[src/design/nes_host_pkg.sv]
package nes_host_pkg;

  // data byte from the ESP32 SPI link or the game loader
  typedef logic [7:0]  byte_t;

  // address as seen on the SPI RAM side of the ESP32 link
  typedef logic [31:0] spi_addr_t;

  // SDRAM byte address on port A
  typedef logic [21:0] mem_addr_t;

  // NES button order, MSB first: right left down up start select B A
  typedef logic [7:0]  buttons_t;

  // raw board buttons, bit 0 start (active low), then B A up down left right
  typedef logic [6:0]  board_btn_t;

  // USB decoder bits, [7:0] as buttons_t, bit 8 is reset
  typedef logic [8:0]  usb_btn_t;

  // NES clock-enable phase counter
  typedef logic [1:0]  nes_ce_t;

  // audio sample from the APU
  typedef logic [15:0] sample_t;

  // 4-bit DAC output to the audio jack
  typedef logic [3:0]  audio_t;

  // top address byte that selects the control register
  localparam logic [7:0] CTRL_PAGE = 8'hFF;

  // nes_ce value at which a staged loader write goes to SDRAM
  localparam nes_ce_t CE_WRITE_PHASE = 2'd3;

  // console reset hold after the download completes
  localparam logic [7:0] DOWNLOAD_HOLD = 8'd255;

  // low sample bits fed to the sigma-delta modulator
  localparam int DITHER_BITS = 12;

endpackage

[src/design/spi_ctrl_capture.sv]
`timescale 1ns/1ns

module spi_ctrl_capture
(
  input  logic                  clock,
  input  logic                  i_reset,
  input  logic                  i_spi_wr,
  input  nes_host_pkg::spi_addr_t i_spi_addr,
  input  nes_host_pkg::byte_t   i_spi_data,
  output logic                  o_byte_strobe,
  output logic                  o_sys_reset
);

  logic spi_wr_q;  // i_spi_wr one cycle ago
  logic ctrl_q;    // control register bit 0, page FF
  logic ctrl_hit;

  // only the first cycle of a held i_spi_wr counts
  assign o_byte_strobe = i_spi_wr & ~spi_wr_q;

  assign ctrl_hit = i_spi_wr && (i_spi_addr[31:24] == nes_host_pkg::CTRL_PAGE);

  always_ff @(posedge clock)
  begin
    if (i_reset)
    begin
      spi_wr_q <= 1'b0;
      ctrl_q   <= 1'b0;
    end
    else
    begin
      spi_wr_q <= i_spi_wr;
      if (ctrl_hit)
      begin
        ctrl_q <= i_spi_data[0];  // reloads on every cycle of the write
      end
    end
  end

  assign o_sys_reset = ctrl_q;  // cpu reset from the ESP32

endmodule

[src/design/joypad_shifter.sv]
`timescale 1ns/1ns

module joypad_shifter
(
  input  logic                     clock,
  input  logic                     i_reset,
  input  nes_host_pkg::board_btn_t i_btn,
  input  nes_host_pkg::usb_btn_t   i_usb_btn,
  input  logic                     i_joy_strobe,
  input  logic                     i_joy_clock,
  output logic                     o_joy_data
);

  nes_host_pkg::buttons_t board_map;
  nes_host_pkg::buttons_t board_q;      // board buttons, registered
  nes_host_pkg::buttons_t joy_bits;     // serial register read by the CPU
  logic                   joy_clock_q;
  logic                   joy_clock_fall;

  // no spare board button, so select stays 0
  assign board_map = {
    i_btn[6],   // right
    i_btn[5],   // left
    i_btn[4],   // down
    i_btn[3],   // up
    ~i_btn[0],  // start, active low on the board
    1'b0,       // select
    i_btn[1],   // B
    i_btn[2]    // A
  };

  assign joy_clock_fall = ~i_joy_clock & joy_clock_q;

  always_ff @(posedge clock)
  begin
    board_q <= board_map;
  end

  always_ff @(posedge clock)
  begin
    if (i_reset)
    begin
      joy_bits    <= '0;
      joy_clock_q <= 1'b0;
    end
    else
    begin
      joy_clock_q <= i_joy_clock;
      if (i_joy_strobe)
      begin
        joy_bits <= board_q | i_usb_btn[7:0];  // latch both sources
      end
      else if (joy_clock_fall)
      begin
        joy_bits <= {1'b0, joy_bits[7:1]};  // A comes out first
      end
    end
  end

  assign o_joy_data = joy_bits[0];

endmodule

[src/design/reset_sequencer.sv]
`timescale 1ns/1ns

module reset_sequencer
(
  input  logic clock,
  input  logic i_reset,
  input  logic i_byte_strobe,
  input  logic i_load_done,
  input  logic i_sys_reset,
  output logic o_reset_nes
);

  logic       downloading;    // first SPI byte seen
  logic       init_reset;     // holds the console until a download starts
  logic [7:0] hold_cnt;       // post-download hold
  logic       download_reset;

  assign download_reset = (hold_cnt != 8'd0);

  always_ff @(posedge clock)
  begin
    if (i_reset)
    begin
      hold_cnt <= nes_host_pkg::DOWNLOAD_HOLD;
    end
    else if (!i_load_done)
    begin
      hold_cnt <= nes_host_pkg::DOWNLOAD_HOLD;  // rearm during every download
    end
    else if (download_reset)
    begin
      hold_cnt <= hold_cnt - 8'd1;
    end
  end

  // init_reset trails downloading by one cycle
  always_ff @(posedge clock)
  begin
    if (i_reset)
    begin
      downloading <= 1'b0;
      init_reset  <= 1'b1;
    end
    else
    begin
      if (!downloading && i_byte_strobe)
      begin
        downloading <= 1'b1;
      end
      if (downloading)
      begin
        init_reset <= 1'b0;
      end
    end
  end

  always_ff @(posedge clock)
  begin
    if (i_reset)
    begin
      o_reset_nes <= 1'b1;
    end
    else
    begin
      o_reset_nes <= !i_load_done || init_reset || download_reset || i_sys_reset;
    end
  end

endmodule

[src/design/sdram_port_a_select.sv]
`timescale 1ns/1ns

module sdram_port_a_select
(
  input  logic                    clock,
  input  logic                    i_reset,
  input  logic                    i_load_done,
  input  nes_host_pkg::nes_ce_t   i_nes_ce,
  input  logic                    i_loader_write,
  input  nes_host_pkg::mem_addr_t i_loader_addr,
  input  nes_host_pkg::byte_t     i_loader_data,
  input  nes_host_pkg::mem_addr_t i_cpu_addr,
  input  logic                    i_cpu_write,
  input  nes_host_pkg::byte_t     i_cpu_dout,
  output nes_host_pkg::mem_addr_t o_mem_addr,
  output logic                    o_mem_we,
  output nes_host_pkg::byte_t     o_mem_din
);

  logic                    pending;      // loader write waiting for its phase
  logic                    loader_we;    // held for one nes_ce period
  nes_host_pkg::mem_addr_t loader_addr_q;
  nes_host_pkg::byte_t     loader_data_q;
  logic                    release_phase;

  assign release_phase = (i_nes_ce == nes_host_pkg::CE_WRITE_PHASE);

  // a later pulse overwrites a write that has not gone out yet
  always_ff @(posedge clock)
  begin
    if (i_loader_write)
    begin
      loader_addr_q <= i_loader_addr;
      loader_data_q <= i_loader_data;
    end
  end

  always_ff @(posedge clock)
  begin
    if (i_reset)
    begin
      pending   <= 1'b0;
      loader_we <= 1'b0;
    end
    else if (release_phase)
    begin
      // a pulse in the release cycle goes out with it
      loader_we <= pending | i_loader_write;
      pending   <= 1'b0;
    end
    else if (i_loader_write)
    begin
      pending <= 1'b1;
    end
  end

  // port A belongs to the loader until the download is done
  always_comb
  begin
    if (!i_load_done)
    begin
      o_mem_addr = loader_addr_q;
      o_mem_we   = loader_we;
      o_mem_din  = loader_data_q;
    end
    else
    begin
      o_mem_addr = i_cpu_addr;
      o_mem_we   = i_cpu_write;
      o_mem_din  = i_cpu_dout;
    end
  end

endmodule

[src/design/audio_dac.sv]
`timescale 1ns/1ns

module audio_dac
(
  input  logic                  clock,
  input  logic                  i_reset_nes,
  input  nes_host_pkg::sample_t i_sample,
  output nes_host_pkg::audio_t  o_audio
);

  localparam int DW = nes_host_pkg::DITHER_BITS;
  localparam int SW = $bits(nes_host_pkg::sample_t);
  localparam int AW = $bits(nes_host_pkg::audio_t);

  logic [DW-1:0]        acc_q;       // first-order sigma-delta accumulator
  logic [DW:0]          acc_sum;
  logic                 dither_q;    // carry out, one cycle late
  nes_host_pkg::audio_t level_lo;
  nes_host_pkg::audio_t level_hi;

  // carry rate equals low bits / 2^DW, which fills in the missing resolution
  assign acc_sum = {1'b0, acc_q} + {1'b0, i_sample[DW-1:0]};

  always_ff @(posedge clock)
  begin
    if (i_reset_nes)
    begin
      acc_q    <= '0;
      dither_q <= 1'b0;
    end
    else
    begin
      acc_q    <= acc_sum[DW-1:0];
      dither_q <= acc_sum[DW];
    end
  end

  assign level_lo = i_sample[SW-1 -: AW];
  assign level_hi = level_lo + 4'd1;  // F wraps to 0

  assign o_audio = dither_q ? level_hi : level_lo;

endmodule

[src/design/nes_host_top.sv]
`timescale 1ns/1ns

module nes_host_top
(
  input  logic                     clock,
  input  logic                     i_reset,
  input  logic                     i_spi_wr,
  input  nes_host_pkg::spi_addr_t  i_spi_addr,
  input  nes_host_pkg::byte_t      i_spi_data,
  input  nes_host_pkg::board_btn_t i_btn,
  input  nes_host_pkg::usb_btn_t   i_usb_btn,
  input  logic                     i_joy_strobe,
  input  logic                     i_joy_clock,
  input  logic                     i_load_done,
  input  logic                     i_loader_write,
  input  nes_host_pkg::mem_addr_t  i_loader_addr,
  input  nes_host_pkg::byte_t      i_loader_data,
  input  nes_host_pkg::nes_ce_t    i_nes_ce,
  input  nes_host_pkg::mem_addr_t  i_cpu_addr,
  input  logic                     i_cpu_write,
  input  nes_host_pkg::byte_t      i_cpu_dout,
  input  nes_host_pkg::sample_t    i_sample,
  output logic                     o_joy_data,
  output logic                     o_reset_nes,
  output nes_host_pkg::mem_addr_t  o_mem_addr,
  output logic                     o_mem_we,
  output nes_host_pkg::byte_t      o_mem_din,
  output nes_host_pkg::audio_t     o_audio
);

  logic byte_strobe;  // one pulse per SPI byte
  logic sys_reset;    // control register bit 0

  // input side
  spi_ctrl_capture i_spi_ctrl_capture
  (
    .clock         (clock),
    .i_reset       (i_reset),
    .i_spi_wr      (i_spi_wr),
    .i_spi_addr    (i_spi_addr),
    .i_spi_data    (i_spi_data),
    .o_byte_strobe (byte_strobe),
    .o_sys_reset   (sys_reset)
  );

  joypad_shifter i_joypad_shifter
  (
    .clock        (clock),
    .i_reset      (i_reset),
    .i_btn        (i_btn),
    .i_usb_btn    (i_usb_btn),
    .i_joy_strobe (i_joy_strobe),
    .i_joy_clock  (i_joy_clock),
    .o_joy_data   (o_joy_data)
  );

  // processing
  reset_sequencer i_reset_sequencer
  (
    .clock         (clock),
    .i_reset       (i_reset),
    .i_byte_strobe (byte_strobe),
    .i_load_done   (i_load_done),
    .i_sys_reset   (sys_reset),
    .o_reset_nes   (o_reset_nes)
  );

  sdram_port_a_select i_sdram_port_a_select
  (
    .clock          (clock),
    .i_reset        (i_reset),
    .i_load_done    (i_load_done),
    .i_nes_ce       (i_nes_ce),
    .i_loader_write (i_loader_write),
    .i_loader_addr  (i_loader_addr),
    .i_loader_data  (i_loader_data),
    .i_cpu_addr     (i_cpu_addr),
    .i_cpu_write    (i_cpu_write),
    .i_cpu_dout     (i_cpu_dout),
    .o_mem_addr     (o_mem_addr),
    .o_mem_we       (o_mem_we),
    .o_mem_din      (o_mem_din)
  );

  // output side, audio held quiet by the console reset
  audio_dac i_audio_dac
  (
    .clock       (clock),
    .i_reset_nes (o_reset_nes),
    .i_sample    (i_sample),
    .o_audio     (o_audio)
  );

endmodule

[config.mk]
export PLATFORM = sky130hd
export DESIGN_NAME = nes_host_top
export DESIGN_NICKNAME = d
export VERILOG_FILES = /design/src/design/nes_host_pkg.sv /design/src/design/spi_ctrl_capture.sv /design/src/design/joypad_shifter.sv /design/src/design/reset_sequencer.sv /design/src/design/sdram_port_a_select.sv /design/src/design/audio_dac.sv /design/src/design/nes_host_top.sv
export SDC_FILE = /design/constraint.sdc
export NUM_CORES = 1
export LEC_CHECK = 0
export BUFFER_PORTS_ARGS = -buffer_cell sky130_fd_sc_hd__clkbuf_2
export CORE_MARGIN = 2
export CORE_UTILIZATION = 48
export DETAILED_ROUTE_END_ITERATION = 7
export MAX_ROUTING_LAYER = met4
export PLACE_DENSITY = 0.92
export SYNTH_ARGS = -nofsm -noshare
export SYNTH_HDL_FRONTEND = slang
export SYNTH_SLANG_ARGS = --single-unit
export TNS_END_PERCENT = 20
[constraint.sdc]
create_clock -name clock -period 4.1 [get_ports clock]
set_input_delay 0 -clock clock [delete_from_list [all_inputs] [get_ports clock]]
set_output_delay 0 -clock clock [all_outputs]
set_load 0.03 [all_outputs]
* Word-level counts from Yosys, hierarchy flattened
Index checks and enable logic that the tools add are counted.
** Cells by class
- $add $sub $neg :: 3
- $mul :: 0
- Divide/modulo/power cells :: 0
- $lt $le $gt $ge :: 0
- Equality and inequality tests :: 2
- Shift operators :: 0
- Muxes and demuxes :: 6
- Bitwise operators :: 8
- Reduce and logical (&&, ||, !) cells :: 11
** Operator list (count)
- $mux 8 :: 3
- $mux 22 :: 1
- $add 12x12->13 :: 1
- $eq 8x8->1 const B :: 1
- $or 8x8->8 :: 1
- $reduce_bool 8->1 :: 1
- $sub 8x1->8 const B :: 1
- $add 4x1->4 const B :: 1
- $mux 4 :: 1
- $not 1->1 :: 4
- $reduce_or 2->1 :: 2
- $logic_or 1x1->1 :: 3
- $and 1x1->1 :: 2
- $eq 2x2->1 const B :: 1
- $logic_and 1x1->1 :: 2
- $logic_not 1->1 :: 2
- $reduce_bool 2->1 :: 1
- $mux 1 :: 1
- $or 1x1->1 :: 1
** Storage, ports and cells
- Bits in registers :: 74
- Bits in latches :: 0
- Memory bits (writable) :: 0
- ROM bits :: 0
- Input bits :: 142
- Output and inout port bits :: 37
- Memories kept :: 0

* Logic depth before layout (Yosys ltp)
- Depth after elaboration :: 4
- Gate-level depth with buffers :: 7
- Mapped depth without buffers :: 7

* Cells and area by module
Synthesis repeated with hierarchy kept, for this count alone.
** Second synthesis, totals
- Cells, all modules :: 292
- Area total of the unflattened synthesis :: 3472.1 µm²
** By module, submodules not included
- sdram_port_a_select :: instances 1, cells an instance 70, area an instance 1348.8 µm², sequential area each 940.9 µm²
- audio_dac :: instances 1, cells an instance 99, area an instance 939.7 µm², sequential area each 260.2 µm²
- joypad_shifter :: instances 1, cells an instance 55, area an instance 575.6 µm², sequential area each 320.3 µm²
- reset_sequencer :: instances 1, cells an instance 57, area an instance 508.0 µm², sequential area each 220.2 µm²
- spi_ctrl_capture :: instances 1, cells an instance 11, area an instance 100.1 µm², sequential area each 40.0 µm²

* Least setup slack after synthesis
Ideal clock, no wire load.
- Kind :: reg2reg
- Start point :: reg i_audio_dac.acc_q[0]
- End point :: reg i_audio_dac.acc_q[10]
- Arrival time :: 2.105 ns
- Slack :: 1.874 ns
- Stages on the path, launching flop included :: 8
- Path buffers :: 0
- Clock period less this slack :: 2.226 ns
- Cells stage by stage :: dfxtp_1 > ha_1 > fa_1 > a21o_1 > a221oi_1 > o21ai_0 > o22ai_1 > mux2_2
** Between the ends
- Word-level cells in the longest chain between the ends :: 1
** RTL lines
- start: declaration :: line audio_dac.sv:15 : logic [DW-1:0] acc_q;
- start signal: assignment :: line audio_dac.sv:33 : acc_q <= acc_sum[DW-1:0];
- $add 12x12->13 :: line audio_dac.sv:22 : assign acc_sum = {1'b0, acc_q} + {1'b0, i_sample[DW-1:0]};
Every way passes these cells.
A chain may end at the register's enable or synchronous reset.

* Final worst setup path
- Start point :: in i_sample[0]
- End point :: reg i_audio_dac.acc_q[10]
** Between the ends
- Word-level cells in the longest chain between the ends :: 1
** RTL lines
- start: declaration :: line nes_host_top.sv:22 : input nes_host_pkg::sample_t i_sample,
- $add 12x12->13 :: line audio_dac.sv:22
Every way passes these cells.

==> flow_metrics.env <==
export IMPL_io_buffer_count=146
export IMPL_status="finished clean"
export IMPL_first_global_vias=3079
export IMPL_die_height_um=86.7
export IMPL_ctsResizeCount=0
export IMPL_max_freq_ghz=0.409
export IMPL_synth_area_mm2=0.00328
export IMPL_cp_arrival_ns=2.68
export IMPL_synth_distinct_cells=34
export IMPL_setup_violations=0
export IMPL_synthSimpleGateAreaFrac_pct=11.2
export IMPL_dpl_cell_area_mm2=0.00409
export IMPL_fillers=431
export IMPL_rows=30
export IMPL_required_ns=4.33
export IMPL_grt_use_total_pct=25.5
export IMPL_grt_start_max_net_pins=33
export IMPL_yosys_area_share_xor_xnor_pct=4.27
export IMPL_wl_per_cell_um=16.9
export IMPL_core_area_mm2=0.00672
export IMPL_final_area_mm2=0.00480
export IMPL_finalSetupTns_ns=0
export IMPL_clock_latency_ns=0.35
export IMPL_path_clk_slew_ns=0.08
export IMPL_yosysWarnings=0
export IMPL_h_tree_depth=3
export IMPL_ir_drop_mv=0.237
export IMPL_first_pass_iters=4
export IMPL_cp_max_fo=3
export IMPL_synthCells=278
export IMPL_ctsRootBufferMaster="clkbuf_8"
export IMPL_p_int_uw=1230
export IMPL_antenna_found_initial=0
export IMPL_fin_nets=637
export IMPL_leakage_uw=0.00218
export IMPL_grt_setup_unrepaired="false"
export IMPL_mostFrequentLayoutCell="clkbuf_2"
export IMPL_fin_crit_sh_pct=59.6
export IMPL_grt_pass1_wl_mm=14.1
export IMPL_synth_fp_nets=436
export IMPL_dieArea_mm2=0.00752
export IMPL_viasPerCell=5.26
export IMPL_drc_errors=0
export IMPL_hold_violations=0
export IMPL_syn_avg_cell_area_um2=11.8
export IMPL_critPathCaptureType="register"
export IMPL_ys_seq_elements=74
export IMPL_synth_fa_ha_area_share_pct=6.32
export IMPL_routabilityCongestion=0.815
export IMPL_tritoncts="done"
export IMPL_area_delta_synth_final_pct=46.1
export IMPL_criticalPathCategory="primary input to register"
export IMPL_finClkSkew_ns=0.0124
export IMPL_start_util_pct=48.9
export IMPL_dp_cells=496
export IMPL_cts_setup_buffers=0
export IMPL_tightest_slew_ns=0.834
export IMPL_dp_hpwl_mm=5.72
export IMPL_p_clk_share_pct=34.0
export IMPL_clock_sinks=74
export IMPL_drv_slew=0
export IMPL_vias=2969
export IMPL_drive_above_1_share_pct=40.7
export IMPL_p_per_area_mw_per_mm2=352
export IMPL_antenna_cells=0
export IMPL_worst_slew_margin_rel_pct=44.4
export IMPL_ant_nets=0
export IMPL_startpoint_type="primary input"
export IMPL_swShare_pct=27.4
export IMPL_min_path_type="primary input to register"
export IMPL_comb_power_share_pct=17.3
export IMPL_finalCriticalPeriod_ns=2.44
export IMPL_synth_compound_area_share_pct=9.75
export IMPL_yosysSeqAreaShare_pct=54.2
export IMPL_cts_made_buffers=9
export IMPL_final_cell_mix="clkbuf_2, dlygate4sd3_1, dfxtp_1"
export IMPL_grt_overflow=0
export IMPL_wl_mm=9.53
export IMPL_die_w_um=86.7
export IMPL_cts_buffer_depth=2
export IMPL_power_total_uw=1690
export IMPL_io_pins=179
export IMPL_p_switching_uw=462
export IMPL_synth_top_family_by_area="multiplexers"
export IMPL_synthMuxAreaShare_pct=12.6
export IMPL_power_frac_seq_pct=48.7
export IMPL_final_cells=564
export IMPL_drt_iter0_drc=162
export IMPL_maxCapViolCount=0
[sequential cells by signal, summed over array words and instances, names as in the netlist]
signal / cells
i_audio_dac.acc_q: 12
i_audio_dac.dither_q: 1
i_joypad_shifter.board_q: 7
i_joypad_shifter.joy_bits: 8
i_joypad_shifter.joy_clock_q: 1
i_reset_sequencer.downloading: 1
i_reset_sequencer.hold_cnt: 8
i_reset_sequencer.init_reset: 1
i_reset_sequencer.o_reset_nes: 1
i_sdram_port_a_select.loader_addr_q: 22
i_sdram_port_a_select.loader_data_q: 8
i_sdram_port_a_select.loader_we: 1
i_sdram_port_a_select.pending: 1
i_spi_ctrl_capture.o_sys_reset: 1
i_spi_ctrl_capture.spi_wr_q: 1
[area by class of cell]
| class | instances | area (um2) | area share (%) |
|---|---|---|---|
| timing repair buffer | 198 | 1250 | 26.1 |
| sequential | 74 | 1780 | 37.1 |
| multi-input combinational | 190 | 1450 | 30.2 |
| tap | 80 | 100 | 2.09 |
| inverter | 6 | 22.5 | 0.469 |
| clock inverter | 6 | 65.1 | 1.36 |
| clock buffer | 10 | 128 | 2.66 |
[power groups by stage]
stage | clock network (uW) | registers [uW] | logic, uW
2_1_floorplan | 0 | 832 | 142
3_3_place_gp | 0 | 833 | 232
3_5_place_dp | 0 | 836 | 241
4_1_cts | 567 | 820 | 283
5_1_grt | 609 | 825 | 309
6_report | 574 | 822 | 291
[synth_stat cells (all sizes together)]
library cell / n / share of area, %
a211oi: 16 / 3.7
a21o: 6 / 1.4
a21oi: 13 / 2.0
a221oi: 2 / 0.53
a311oi: 1 / 0.27
and2: 6 / 1.1
and3: 2 / 0.38
and4: 1 / 0.27
buf: 3 / 0.34
clkbuf: 5 / 0.57
dfxtp: 44 / 27
edfxtp: 30 / 27
fa: 1 / 0.61
ha: 15 / 5.7
inv: 6 / 0.69
mux2: 34 / 12
mux2i: 3 / 0.91
nand2: 12 / 1.4
nand2b: 3 / 0.57
nand3: 6 / 0.91
nand3b: 1 / 0.23
nand4: 2 / 0.38
nor2: 27 / 3.1
nor2b: 8 / 1.5
nor3: 2 / 0.30
nor4b: 1 / 0.72
o211ai: 1 / 0.23
o21a: 1 / 0.23
o21ai: 7 / 1.1
o21bai: 1 / 0.23
o22ai: 1 / 0.19
or4: 1 / 0.34
xnor2: 10 / 2.7
xor2: 6 / 1.6
[worst max-delay path, stage by stage]
cell and delay, ns:
dlygate4sd3_1 0.53, clkbuf_2 0.11, ha_1 0.21, fa_1 0.42, a21o_1 0.21, a221oi_1 0.37, o21ai_0 0.26, o22ai_1 0.21
mux2_2 0.34
[per-stage QoR]
stage                     util [%]  setup WS, ns  hold WS, ns
final                         71.4          1.66       0.0489
after detailed placement      60.8          1.67        0.104
after floorplan                  -          1.87       0.0277
after CTS                     71.4          1.66       0.0410
after global routing          71.4          1.52       0.0827
after global placement        60.8          1.73        0.102
[kinds of logic after synthesis]
family | count (synthesis)
buffers and inverters | 14
multiplexers | 37
flip-flops | 74
adder cells (fa/ha/maj) | 16
XOR/XNOR | 16
AND/OR/NAND/NOR | 72
AO/OA/AOI/OAI | 49
[what timing repair did]
item,4_1_cts,5_1_grt
endpoints found under the hold margin,52,0
endpoints found under the setup margin,0,0
hold buffers,52,0
[worst paths after layout]
kind | startpoint | to | slack [ns] | cells after the start
hold / removal | i_spi_addr[31] | i_spi_ctrl_capture.o_sys_reset | 0.05 | 5
setup reg to reg | i_audio_dac.acc_q[0] | i_audio_dac.acc_q[10] | 1.66 | 7
setup / recovery | i_sample[0] | i_audio_dac.acc_q[10] | 1.66 | 9
hold reg to reg | i_reset_sequencer.init_reset | i_reset_sequencer.init_reset | 0.46 | 1
[metal layers]
layer	up-vias	GRT usage, %	share of wire, %
met2	128	47.2	55
met5	-	-	0
li1	1410	-	-
met3	26	4.10	5.4
met4	0	12.6	3.6
met1	1405	25.7	36
(Power assumes the default switching activity.)
